`src/logic/x25519_pkg.sv`:
```
package x25519_pkg;

	localparam int field_width = 264; // Unreduced word, 9 spare bits above 2^255
	localparam int low_width = 128; // Lower split
	localparam int high_width = 136; // Upper split

	// p = 2^255 - 19, cut at bit 128
	localparam logic [low_width-1:0] p_low =
		128'hffff_ffff_ffff_ffff_ffff_ffff_ffff_ffed;
	localparam logic [high_width-1:0] p_high =
		136'h00_7fff_ffff_ffff_ffff_ffff_ffff_ffff_ffff;

	localparam int fold_bit = 255; // First bit folded back in
	localparam logic [4:0] fold_mult = 5'd19; // 2^255 mod p

	localparam logic op_add = 1'b0;
	localparam logic op_sub = 1'b1;

	// Top level control states
	localparam logic [1:0] state_idle = 2'd0;
	localparam logic [1:0] state_busy = 2'd1; // Operation in a pipeline or the fold
	localparam logic [1:0] state_done = 2'd2; // Result held, ack up

	typedef struct packed {
		logic [high_width-1:0] high; // Bits 263..128
		logic [low_width-1:0] low; // Bits 127..0
	} field_halves_t;

	// Same word seen flat or as two halves
	typedef union packed {
		logic [field_width-1:0] flat;
		field_halves_t halves;
	} field_word_t;

endpackage

```
`src/logic/x25519_fold.sv`:
```
module x25519_fold (
	input logic clk,
	input logic reset,
	input logic in_valid,
	input x25519_pkg::field_word_t value,
	output logic out_valid,
	output x25519_pkg::field_word_t out
);
	import x25519_pkg::*;

	logic [field_width-fold_bit-1:0] high_part; // Bits 263..255, worth 2^255 each
	logic [field_width-fold_bit+4:0] fold_term; // high_part * 19, at most 9709
	logic [field_width-1:0] fold_sum; // Below 2^255 + 2^14

	// 2^255 == 19 (mod p) so the top bits come back in scaled by 19
	always_comb begin
		high_part = value.flat[field_width-1:fold_bit];
		fold_term = high_part * fold_mult;
		fold_sum = field_width'(value.flat[fold_bit-1:0]) + field_width'(fold_term);
	end

	always_ff @(posedge clk) begin
		if (reset) begin
			out_valid <= 1'b0;
			out <= '0;
		end else begin
			out_valid <= in_valid; // One cycle latency
			if (in_valid) begin
				out.flat <= fold_sum;
			end
		end
	end

	// Folded word fits below 2^256
	fold_top_clear: assert property (@(posedge clk) disable iff (reset)
		out_valid |-> (out.flat[field_width-1:fold_bit+1] == '0));

endmodule

```
`config.mk`:
```
export PLATFORM = sky130hd
export DESIGN_NAME = x25519_fold
export DESIGN_NICKNAME = d
export VERILOG_FILES = /design/src/logic/x25519_pkg.sv /design/src/logic/x25519_fold.sv
export SDC_FILE = /design/constraint.sdc
export NUM_CORES = 1
export LEC_CHECK = 0
export BUFFER_PORTS_ARGS = -buffer_cell sky130_fd_sc_hd__buf_4
export CORE_AREA = 2 2 206 208
export CTS_BUF_LIST = sky130_fd_sc_hd__clkbuf_8
export CTS_CLUSTER_SIZE = 30
export DETAILED_ROUTE_END_ITERATION = 6
export DIE_AREA = 0 0 208 210
export PLACE_DENSITY = 0.84
export SYNTH_ARGS = -nofsm -noshare
export SYNTH_HDL_FRONTEND = slang
export SYNTH_SLANG_ARGS = --single-unit
```
`constraint.sdc`:
```
create_clock -name clk -period 13.33 [get_ports clk]
set_input_delay 1.9995 -clock clk [delete_from_list [all_inputs] [get_ports clk]]
set_output_delay 1.9995 -clock clk [all_outputs]
set_load 0.03 [all_outputs]
```
==> results.md <==
* Async SR Flop Fraction at 0%
* WP data arrival at 7270 ps
* Die Wd at 208 µm
* Setup_tns at 0 ps
* Ys Warns at 0
* TritonCTS Buffers at 48
* Gr ovfl total at 0
* Sequential share of power at 36.6%
* Setup Crit Path Kind: in -> reg
* Switching Share at 35.95%
* Vias after detailed routing at 23.32k
* Main synth FF type: dfxtp_1
* Failing checks: design-rule violations
* Drt wl/cell at 28.17 µm
* Sw Pwr at 0.0008570 W
* Placed Cells at 3421
* Final-report setup violation count at 0
* Cell taking the most area after synthesis: dfxtp_1
* Peak supply drop at 0.1252 mV
* Slew Limit Fails at 0
* Combinational cell fraction of total power at 29.4%
* Root Buffer: clkbuf_8
* Finished Core Util at 58.38%
* Post-route insts no fill at 3508
* Vias in the first global route at 21.68k
* FF+latch count, synth at 257
* Ranking of synthesized cells by area: dfxtp_1 (27%), a211oi_1 (7.1%), nor2_1 (6.5%)
* Worst Tran Pin Value at 1331 ps
* Post-route clock period utilization at 50.57%
* Leakage power at 9.095 nW
* CP startpoint kind: input pin
* CP max stage delay at 1120 ps
* Boundary Pins at 532
* Fmax at 148.3 MHz
* Clk_skew at 0 ps
* Min Tclk post-route at 6741 ps
* Largest net degree at the start of global routing at 135
* Antenna violations before repair at 3
* H-tree depth at 2
* Post-DP HPWL at 78.17 mm
* TritonRoute pass-1 iters at 7
* Final Hold Slack at 474.8 ps
* Worst path cell trace: buf_4 -> inv_1 -> fa_1 -> inv_1 -> ha_1 -> inv_1 -> fa_1 -> inv_1 -> ha_1 -> o211ai_1 -> o211ai_1 -> nand4_1 -> a2111oi_4 -> nand4_1 -> or3_1 -> a311oi_1
* Drt initial violations at 2942
* Detailed-route DRC error count at 12
* All-Layer GR Usage at 43.13%
* R2r setup slk at 12350 ps
* IO buf count at 523
* Layout cells sized above 1 at 23.36%
* Synthesized cell area at 19030 µm²
* EDFF count, synth at 0
* Placeable Area at 41480 µm²
* Top cells by count, synth: nor2_1 (331), dfxtp_1 (257), a211oi_1 (181)
* Cell Int Power at 0.001527 W
* Critical path fanouts, max at 12
* Post-CTS setup buffer count at 0
* Design area at 24220 µm²
* Vias per cell at 6.649
* Most frequent CP cell: inv_1
* Max cap viols at 0
* Hold Fails Final Rpt at 0
* CTS tree: built
* Sequential share of the synthesized area at 27.04%
* Reg2reg end: out[193]
* Reg2Reg Depth at 2
* Count of cell types in the netlist at 86
* CP endpoint kind: register
* Worst-path clk slew at 60 ps
* WL final at 98.82 mm
* Power share of the clock group at 34.0%
* First-pass GRT wire length at 142.1 mm
* Cells after Synth at 2485
* Rows at 75
* R2r startpoint: out[193]
* Routed Antenna Nets at 0
* Placer Congestion at 1.043
* Hold path startpoint: out[251]
* Power per cell area at 98.45 nW/µm²
* Slowest cell on the critical path: a2111oi_4
* Clock sinks at 257
* Final nets at 3245
* Clock tree buffer depth at 3
* Outcome: finished, violations left
* Cts hold-fix bufs at 0
* Count leader, synth: nor2_1
* Initial core utilization at 45.88%
* Hold Crit Class: reg -> reg
* Rel. slew slack at 10.44%
* Insertion delay to the later sink of the worst-skew pair at 620 ps
* Hold depth at 2
* RSZ-0062 raised after global routing: false
* Die area at 43680 µm²
* Area post-placement at 23230 µm²
* Post-CTS sizing at 0
* Area Overhead vs Synth at 27.25%
* Die height at 210 µm
* Req. time, crit path at 13860 ps
* Min-Delay Endpoint: out[251]
* Avg Cell Area, Syn at 7.658 µm²
* Top-area cell type share of the netlist area at 27.04%
-- per-stage QoR --
stage | setup WS, ps | total power (W)
5_1_grt | 6458 | 0.002461
3_5_place_dp | 6135 | 0.001574
3_3_place_gp | 6154 | 0.001564
4_1_cts | 6768 | 0.002375
2_1_floorplan | 7328 | 0.001277
6_report | 6589 | 0.002384
-- per-layer routing --
metal / vias up / routed length, µm / track usage [%]
li1: 10290 / - / -
met1: 11015 / 38030 / 54.42
met2: 1632 / 43690 / 68.22
met3: 384 / 10230 / 9.073
met4: 2 / 6858 / 25.36
met5: - / 13 / 0
-- sequential cells by signal, indices dropped and copies added, names as in the netlist --
| name | cells |
|---|---|
| out_valid | 1 |
| out | 256 |
-- power groups by stage --
stage	clock network [W]	logic [W]	registers, W
after floorplan	0	0.000280	0.000997
after detailed placement	0	0.000686	0.000887
after global routing	0.000841	0.000742	0.000878
after global placement	0	0.000678	0.000886
after CTS	0.000813	0.000690	0.000872
final	0.000810	0.000700	0.000873
-- worst max path at each step --
stage / from / end / slack (ps) / cells after the start
after floorplan: value[6] / out[253] / 7330 / 16
after global placement: value[260] / out[249] / 6150 / 17
after detailed placement: value[260] / out[225] / 6140 / 16
after CTS: value[260] / out[225] / 6770 / 16
after global routing: value[260] / out[249] / 6460 / 17
final: value[260] / out[225] / 6590 / 16
-- logic make-up (layout without fill, tap and decap cells) --
group	count (synthesis)	in the layout	share of synthesized area, %
AOI/OAI and AO/OA	382	382	15.67
other	1	11	0.01971
and+or+nand+nor	1362	1362	39.22
xor gates and xnor gates	172	172	7.916
DFF	257	257	27.04
buffers and inverters	242	716	5.313
adders and majority gates	46	46	3.616
muxes	23	23	1.210
-- critical path: cells and delay by family --
family / cells / cell delay, ps
AO/OA/AOI/OAI: 4 / 1990
adder cells (fa/ha/maj): 4 / 1630
AND/OR/NAND/NOR: 3 / 1340
buffers and inverters: 5 / 280
-- cell type report --
class / count / area (µm²)
flip-flops and latches: 257 / 5145
clock inverters: 25 / 166.4
repair buffers: 554 / 4173
inverters: 78 / 292.8
diodes: 3 / 7.507
clock buffers: 59 / 812.0
well taps: 539 / 674.4
fillers: 3856 / 17260
multi-input cells: 1993 / 12940
-- cells in the final DEF, fill, tap and decap left out, types with 26 or more instances in the layout --
cell,Yosys,final
a2111oi_0,29,28
a211oi_1,181,181
a21oi_1,27,26
and3_1,84,84
and4_1,57,57
buf_4,9,552
clkbuf_8,4,60
dfxtp_1,257,257
ha_1,31,31
inv_1,78,91
nand2_1,153,153
nand3_1,159,159
nand4_1,151,151
nor2_1,331,331
nor3_1,102,102
nor3b_1,27,27
nor4_1,105,105
o21ai_0,29,28
or3_1,39,39
or4_1,30,30
xnor2_1,115,115
xor2_1,57,57
No activity file was read; power rests on OpenSTA's default activity.
