### config.mk
export PLATFORM = sky130hd
export DESIGN_NAME = x25519_sub
export DESIGN_NICKNAME = d
export VERILOG_FILES = /design/src/logic/x25519_pkg.sv /design/src/logic/x25519_sub.sv
export SDC_FILE = /design/constraint.sdc
export NUM_CORES = 2
export LEC_CHECK = 0
export BUFFER_PORTS_ARGS = -buffer_cell sky130_fd_sc_hd__buf_2
export CAP_MARGIN = 20
export CELL_PAD_IN_SITES_DETAIL_PLACEMENT = 2
export CELL_PAD_IN_SITES_GLOBAL_PLACEMENT = 2
export CORE_MARGIN = 4
export CORE_UTILIZATION = 30
export CTS_BUF_LIST = sky130_fd_sc_hd__clkbuf_8
export DETAILED_ROUTE_END_ITERATION = 12
export PLACE_DENSITY = 0.9
export SLEW_MARGIN = 0
export SYNTH_ARGS = -nofsm -noshare
export SYNTH_HDL_FRONTEND = slang
export SYNTH_SLANG_ARGS = --single-unit
### constraint.sdc
create_clock -name clk -period 4.6 [get_ports clk]
set_input_delay 1.38 -clock clk [delete_from_list [all_inputs] [get_ports clk]]
set_output_delay 1.38 -clock clk [all_outputs]
set_load 0.02 [all_outputs]
### src/logic/x25519_pkg.sv
package x25519_pkg;

	localparam int field_width = 264; // Unreduced word, 9 spare bits above 2^255
	localparam int low_width = 128; // Lower split
	localparam int high_width = 136; // Upper split

	// p = 2^255 - 19, cut at bit 128
	localparam logic [low_width-1:0] p_low =
		128'hffff_ffff_ffff_ffff_ffff_ffff_ffff_ffed;
	localparam logic [high_width-1:0] p_high =
		136'h00_7fff_ffff_ffff_ffff_ffff_ffff_ffff_ffff;

	localparam int fold_bit = 255; // First bit folded back in
	localparam logic [4:0] fold_mult = 5'd19; // 2^255 mod p

	localparam logic op_add = 1'b0;
	localparam logic op_sub = 1'b1;

	// Top level control states
	localparam logic [1:0] state_idle = 2'd0;
	localparam logic [1:0] state_busy = 2'd1; // Operation in a pipeline or the fold
	localparam logic [1:0] state_done = 2'd2; // Result held, ack up

	typedef struct packed {
		logic [high_width-1:0] high; // Bits 263..128
		logic [low_width-1:0] low; // Bits 127..0
	} field_halves_t;

	// Same word seen flat or as two halves
	typedef union packed {
		logic [field_width-1:0] flat;
		field_halves_t halves;
	} field_word_t;

endpackage

### src/logic/x25519_sub.sv
module x25519_sub (
	input logic clk,
	input logic reset,
	input logic en,
	input x25519_pkg::field_word_t a,
	input x25519_pkg::field_word_t b,
	output logic out_valid,
	output x25519_pkg::field_word_t out
);
	import x25519_pkg::*;

	logic en_q; // Stage one holds valid data
	logic [low_width+1:0] sum_low; // Low half plus two carry bits
	logic [high_width-1:0] sum_high; // High half biased by -1
	logic [low_width+1:0] low_next;
	logic [high_width-1:0] high_next;

	// Adding p keeps the total positive.
	// ~b + 1 stands in for 2^128 - b so the low sum never underflows;
	// its carry lands in 0..2 and the high half takes the matching -1
	always_comb begin
		low_next = {2'b00, a.halves.low} + {2'b00, ~b.halves.low} + {2'b00, p_low}
			+ (low_width + 2)'(1);
		high_next = a.halves.high + ~b.halves.high + p_high; // a - b - 1 + p_high
	end

	always_ff @(posedge clk) begin
		if (reset) begin
			en_q <= 1'b0;
			out_valid <= 1'b0;
			sum_low <= '0;
			sum_high <= '0;
			out <= '0;
		end else begin
			en_q <= en;
			out_valid <= en_q;
			if (en) begin
				sum_low <= low_next;
				sum_high <= high_next;
			end
			if (en_q) begin
				out.halves.high <= sum_high
					+ high_width'(sum_low[low_width+1:low_width]); // Wraps mod 2^264
				out.halves.low <= sum_low[low_width-1:0];
			end
		end
	end

	sub_valid_latency: assert property (@(posedge clk) disable iff (reset)
		out_valid |-> $past(en, 2));

endmodule
==> summary.md <==
| Metric | Value |
|---|---|
| Initial Util | `0.303` |
| Tcrit/Tclk final | `1.17` |
| Switching power share of the total | `0.434` |
| Num CTS Buffers | `107` |
| Worst slack, placed | `-1.53 ns` |
| Final worst slack | `-0.769 ns` |
| Relative slew slack | `0.228` |
| Largest net degree at the start of global routing | `179` |
| Unrepaired setup endpoints after global routing | `yes` |
| Clock latency on the worst-skew pair | `0.85 ns` |
| DRT Pass-1 Iters | `5` |
| Fmax achieved | `186 MHz` |
| Commonest non-fill, non-tap cell in the layout | `buf_4` |
| WHS | `0.484 ns` |
| CTS sink cnt | `532` |
| Cells after synthesis | `5876` |
| Core Box Area | `0.144 mm^2` |
| Vias | `54400` |
| Cts hold-fix bufs | `0` |
| Max Cap Viol | `0` |
| First-pass GRT wire length | `404000 um` |
| Die span in x | `390 um` |
| Setup crit end kind | `flop` |
| DRC viols | `0` |
| Min Tclk post-route | `5.37 ns` |
| Leakage power | `29.6 nW` |
| Skew final | `0.0681 ns` |
| Yosys warning total | `0` |
| Worst-margin pin slew | `1.16 ns` |
| Worst min-delay path class | `reg -> reg` |
| CP max stage delay | `0.77 ns` |
| Worst-path clk slew | `0.08 ns` |
| R2R Path Start | `sum_low[128]` |
| Crit-path max FO | `4` |
| Worst R2R Path Depth | `12` |
| Post-route setup TNS | `-3.29 ns` |
| Synth top area share | `0.243` |
| CP cell instances | `buf_2 > inv_1 > ha_1 > inv_1 > ha_1 > a21oi_1 > o21ai_0 > a221oi_1 > a31oi_1 > or3_4 > o2bb2ai_4 > o21ai_2 > buf_4 > nor3_2 > nor2_2 > xnor2_2 > a211oi_2` |
| Hpwl dp | `205000 um` |
| Row count | `139` |
| Synth Cell Area | `0.0437 mm^2` |
| Sequential area share after synthesis | `0.243` |
| Psw | `9.35 mW` |
| Syn-to-layout area delta | `36.6%` |
| Power per cell area | `360 mW/mm^2` |
| Yosys reg bits | `532` |
| Routed WL | `286000 um` |
| Top_reg_cell synth | `dfxtp_1` |
| Initial antenna violation count | `67` |
| Final setup fails | `29` |
| Ranking of synthesized cells by area | `dfxtp_1 (24%), ha_1 (15%), inv_1 (7.4%), nor2_1 (5.8%), mux2i_1 (5.7%)` |
| Critical setup path kind | `in -> reg` |
| Final Hold Viols | `0` |
| Failing checks | `setup timing` |
| Final instance area | `0.0598 mm^2` |
| Clk root buf | `clkbuf_8` |
| Async S/R FF share, synth | `0` |
| Routed Antenna Nets | `0` |
| Die Area | `0.152 mm^2` |
| Port bufs | `795` |
| Crit path launch type | `input port` |
| Worst Path Required | `5.26 ns` |
| Drt first-iter violations | `4146` |
| Sequential share of power | `0.267` |
| Synth Area per Inst | `7.44 um^2` |
| Max Slew Vio Count | `0` |
| Avg WL per Cell | `30.2 um` |
| Gr ovfl total | `0` |
| End of the critical path | `sum_low[128]` |
| Number of synthesized flops with an enable pin | `0` |
| Post-synth top area cell | `dfxtp_1` |
| H-Tree Level Count | `3` |
| Pint | `12.2 mW` |
| Die height | `390 um` |
| Util after Layout | `0.415` |
| Clock share of power | `0.270` |
| # IOs | `796` |
| Slowest CP cell | `a221oi_1` |
| CP Launch Point | `a[31]` |
| RR Endpoint | `out[242]` |
| Share of cells above drive strength 1 | `0.280` |
| R2r setup slk | `-0.19 ns` |
| Peak supply drop | `228 uV` |
| Post-DP Area | `0.0564 mm^2` |
| Routability cong. | `0.928` |
| # nets final | `8518` |
| Vias/cell | `5.73` |
| CTS tree | `built` |
| Logic gate share of total power | `0.463` |
| Synth cell types | `99` |
| Arr. time, crit path | `6.03 ns` |
| Net Count, Synth | `6936` |
| Status | `finished, violations left` |
| Commonest cells after routing, fill and taps aside | `buf_4 (954), inv_1 (880), buf_2 (794), nor2_1 (676), dfxtp_1 (531)` |
| Total GRT Usage | `0.348` |
| Max clock buf depth | `3` |
| Number of global-route vias before repair | `61500` |
==> kinds of logic (layout without fill, tap and decap cells) <==
family / Yosys count / after routing / share of synthesized area
simple gates: 1645 / 1645 / 0.173
compound gates: 1403 / 1403 / 0.202
buf+inv: 1157 / 2826 / 0.100
flops: 532 / 532 / 0.243
fa+ha+maj: 529 / 529 / 0.152
xor+xnor: 359 / 359 / 0.0719
mux: 251 / 251 / 0.0574
other cells: 0 / 41 / 0
==> power by group through the flow <==
stage	clock [mW]	sequential, mW	combinational, mW
final	5.80	5.74	9.97
after global routing	6.06	5.76	10.5
after CTS	5.85	5.68	9.42
after detailed placement	0	5.75	8.97
after global placement	0	5.68	8.29
after floorplan	0	5.66	4.41
==> cell type report <==
cell class	instances	area, um^2
Timing Repair Buffer	1767	11500
Sequential cell	532	10700
Clock buffer	134	1840
Fill cell	16400	84400
Multi-Input combinational cell	4187	29600
Inverter	863	3240
Clock inverter	62	529
Tap cell	1903	2380
Antenna cell	41	103
==> synthesized netlist by cell type, types with 6 or more instances <==
library cell  count
o21ai_0         320
nor3_1           58
ha_1            526
and4_1           29
or4_1             8
a221o_1          11
o21a_1           33
and3_1           35
nor4_1           18
a21boi_0         27
nand2_1         431
xnor2_1         184
a21o_1          148
buf_2            16
nand2b_1         31
a31oi_1          30
a311oi_1         23
or3_1            32
a21oi_1         424
inv_1           863
and2_1           17
clkbuf_1        249
a22o_1            9
mux2i_1         251
o211ai_1         14
a211o_1           6
xor2_1          175
o31ai_1          17
nor2_1          681
or2_2             8
nand4_1         154
o221ai_1          6
dfxtp_1         532
buf_1            24
o41ai_1           6
o21ai_1          32
o21bai_1         82
o31a_1            7
a211oi_1        133
nor2b_1          22
a221oi_1         15
nand3_1          78
==> metal layers <==
layer,wire [um],up-vias,GRT usage,share of wire
met4,26100,36,0.265,0.091
met1,102000,26800,0.359,0.35
met5,232,-,0,0.00081
met2,136000,2953,0.603,0.47
met3,22600,1341,0.0908,0.079
li1,-,23200,-,-
==> state kept, by name (all words and copies together) (netlist names) <==
name       count
out          264
sum_high     136
sum_low      130
en_q           1
out_valid      1
==> metrics by stage <==
step | instances | total power, mW
detailed placement | 9234 | 14.7
floorplan | 5876 | 10.1
global placement | 9234 | 14.0
CTS | 9432 | 20.9
finish | 9489 | 21.5
global route | 9467 | 22.3
==> repair_timing <==
action                                  in CTS  in global routing
gates resized for setup                     47                102
endpoints found under the setup margin      55                102
setup buffers                                2                 16
pin swaps                                    6                 41
==> critical path: cells and delay by family <==
kind	cells	cell delay, ns
compound gates	7	2.85
xor+xnor	1	0.10
simple gates	3	0.67
buf+inv	4	0.35
fa+ha+maj	2	0.65
==> how the worst min path moves through the flow <==
stage | from | end | slack [ns] | depth (start not counted)
global route | sum_low[71] | sum_low[71] | 0.50 | 2
floorplan | sum_low[101] | sum_low[101] | 0.42 | 2
finish | sum_low[94] | sum_low[94] | 0.48 | 2
detailed placement | sum_low[71] | sum_low[71] | 0.46 | 2
global placement | sum_low[122] | sum_low[122] | 0.44 | 2
CTS | sum_low[71] | sum_low[71] | 0.47 | 2
(Power assumes the default switching activity.)
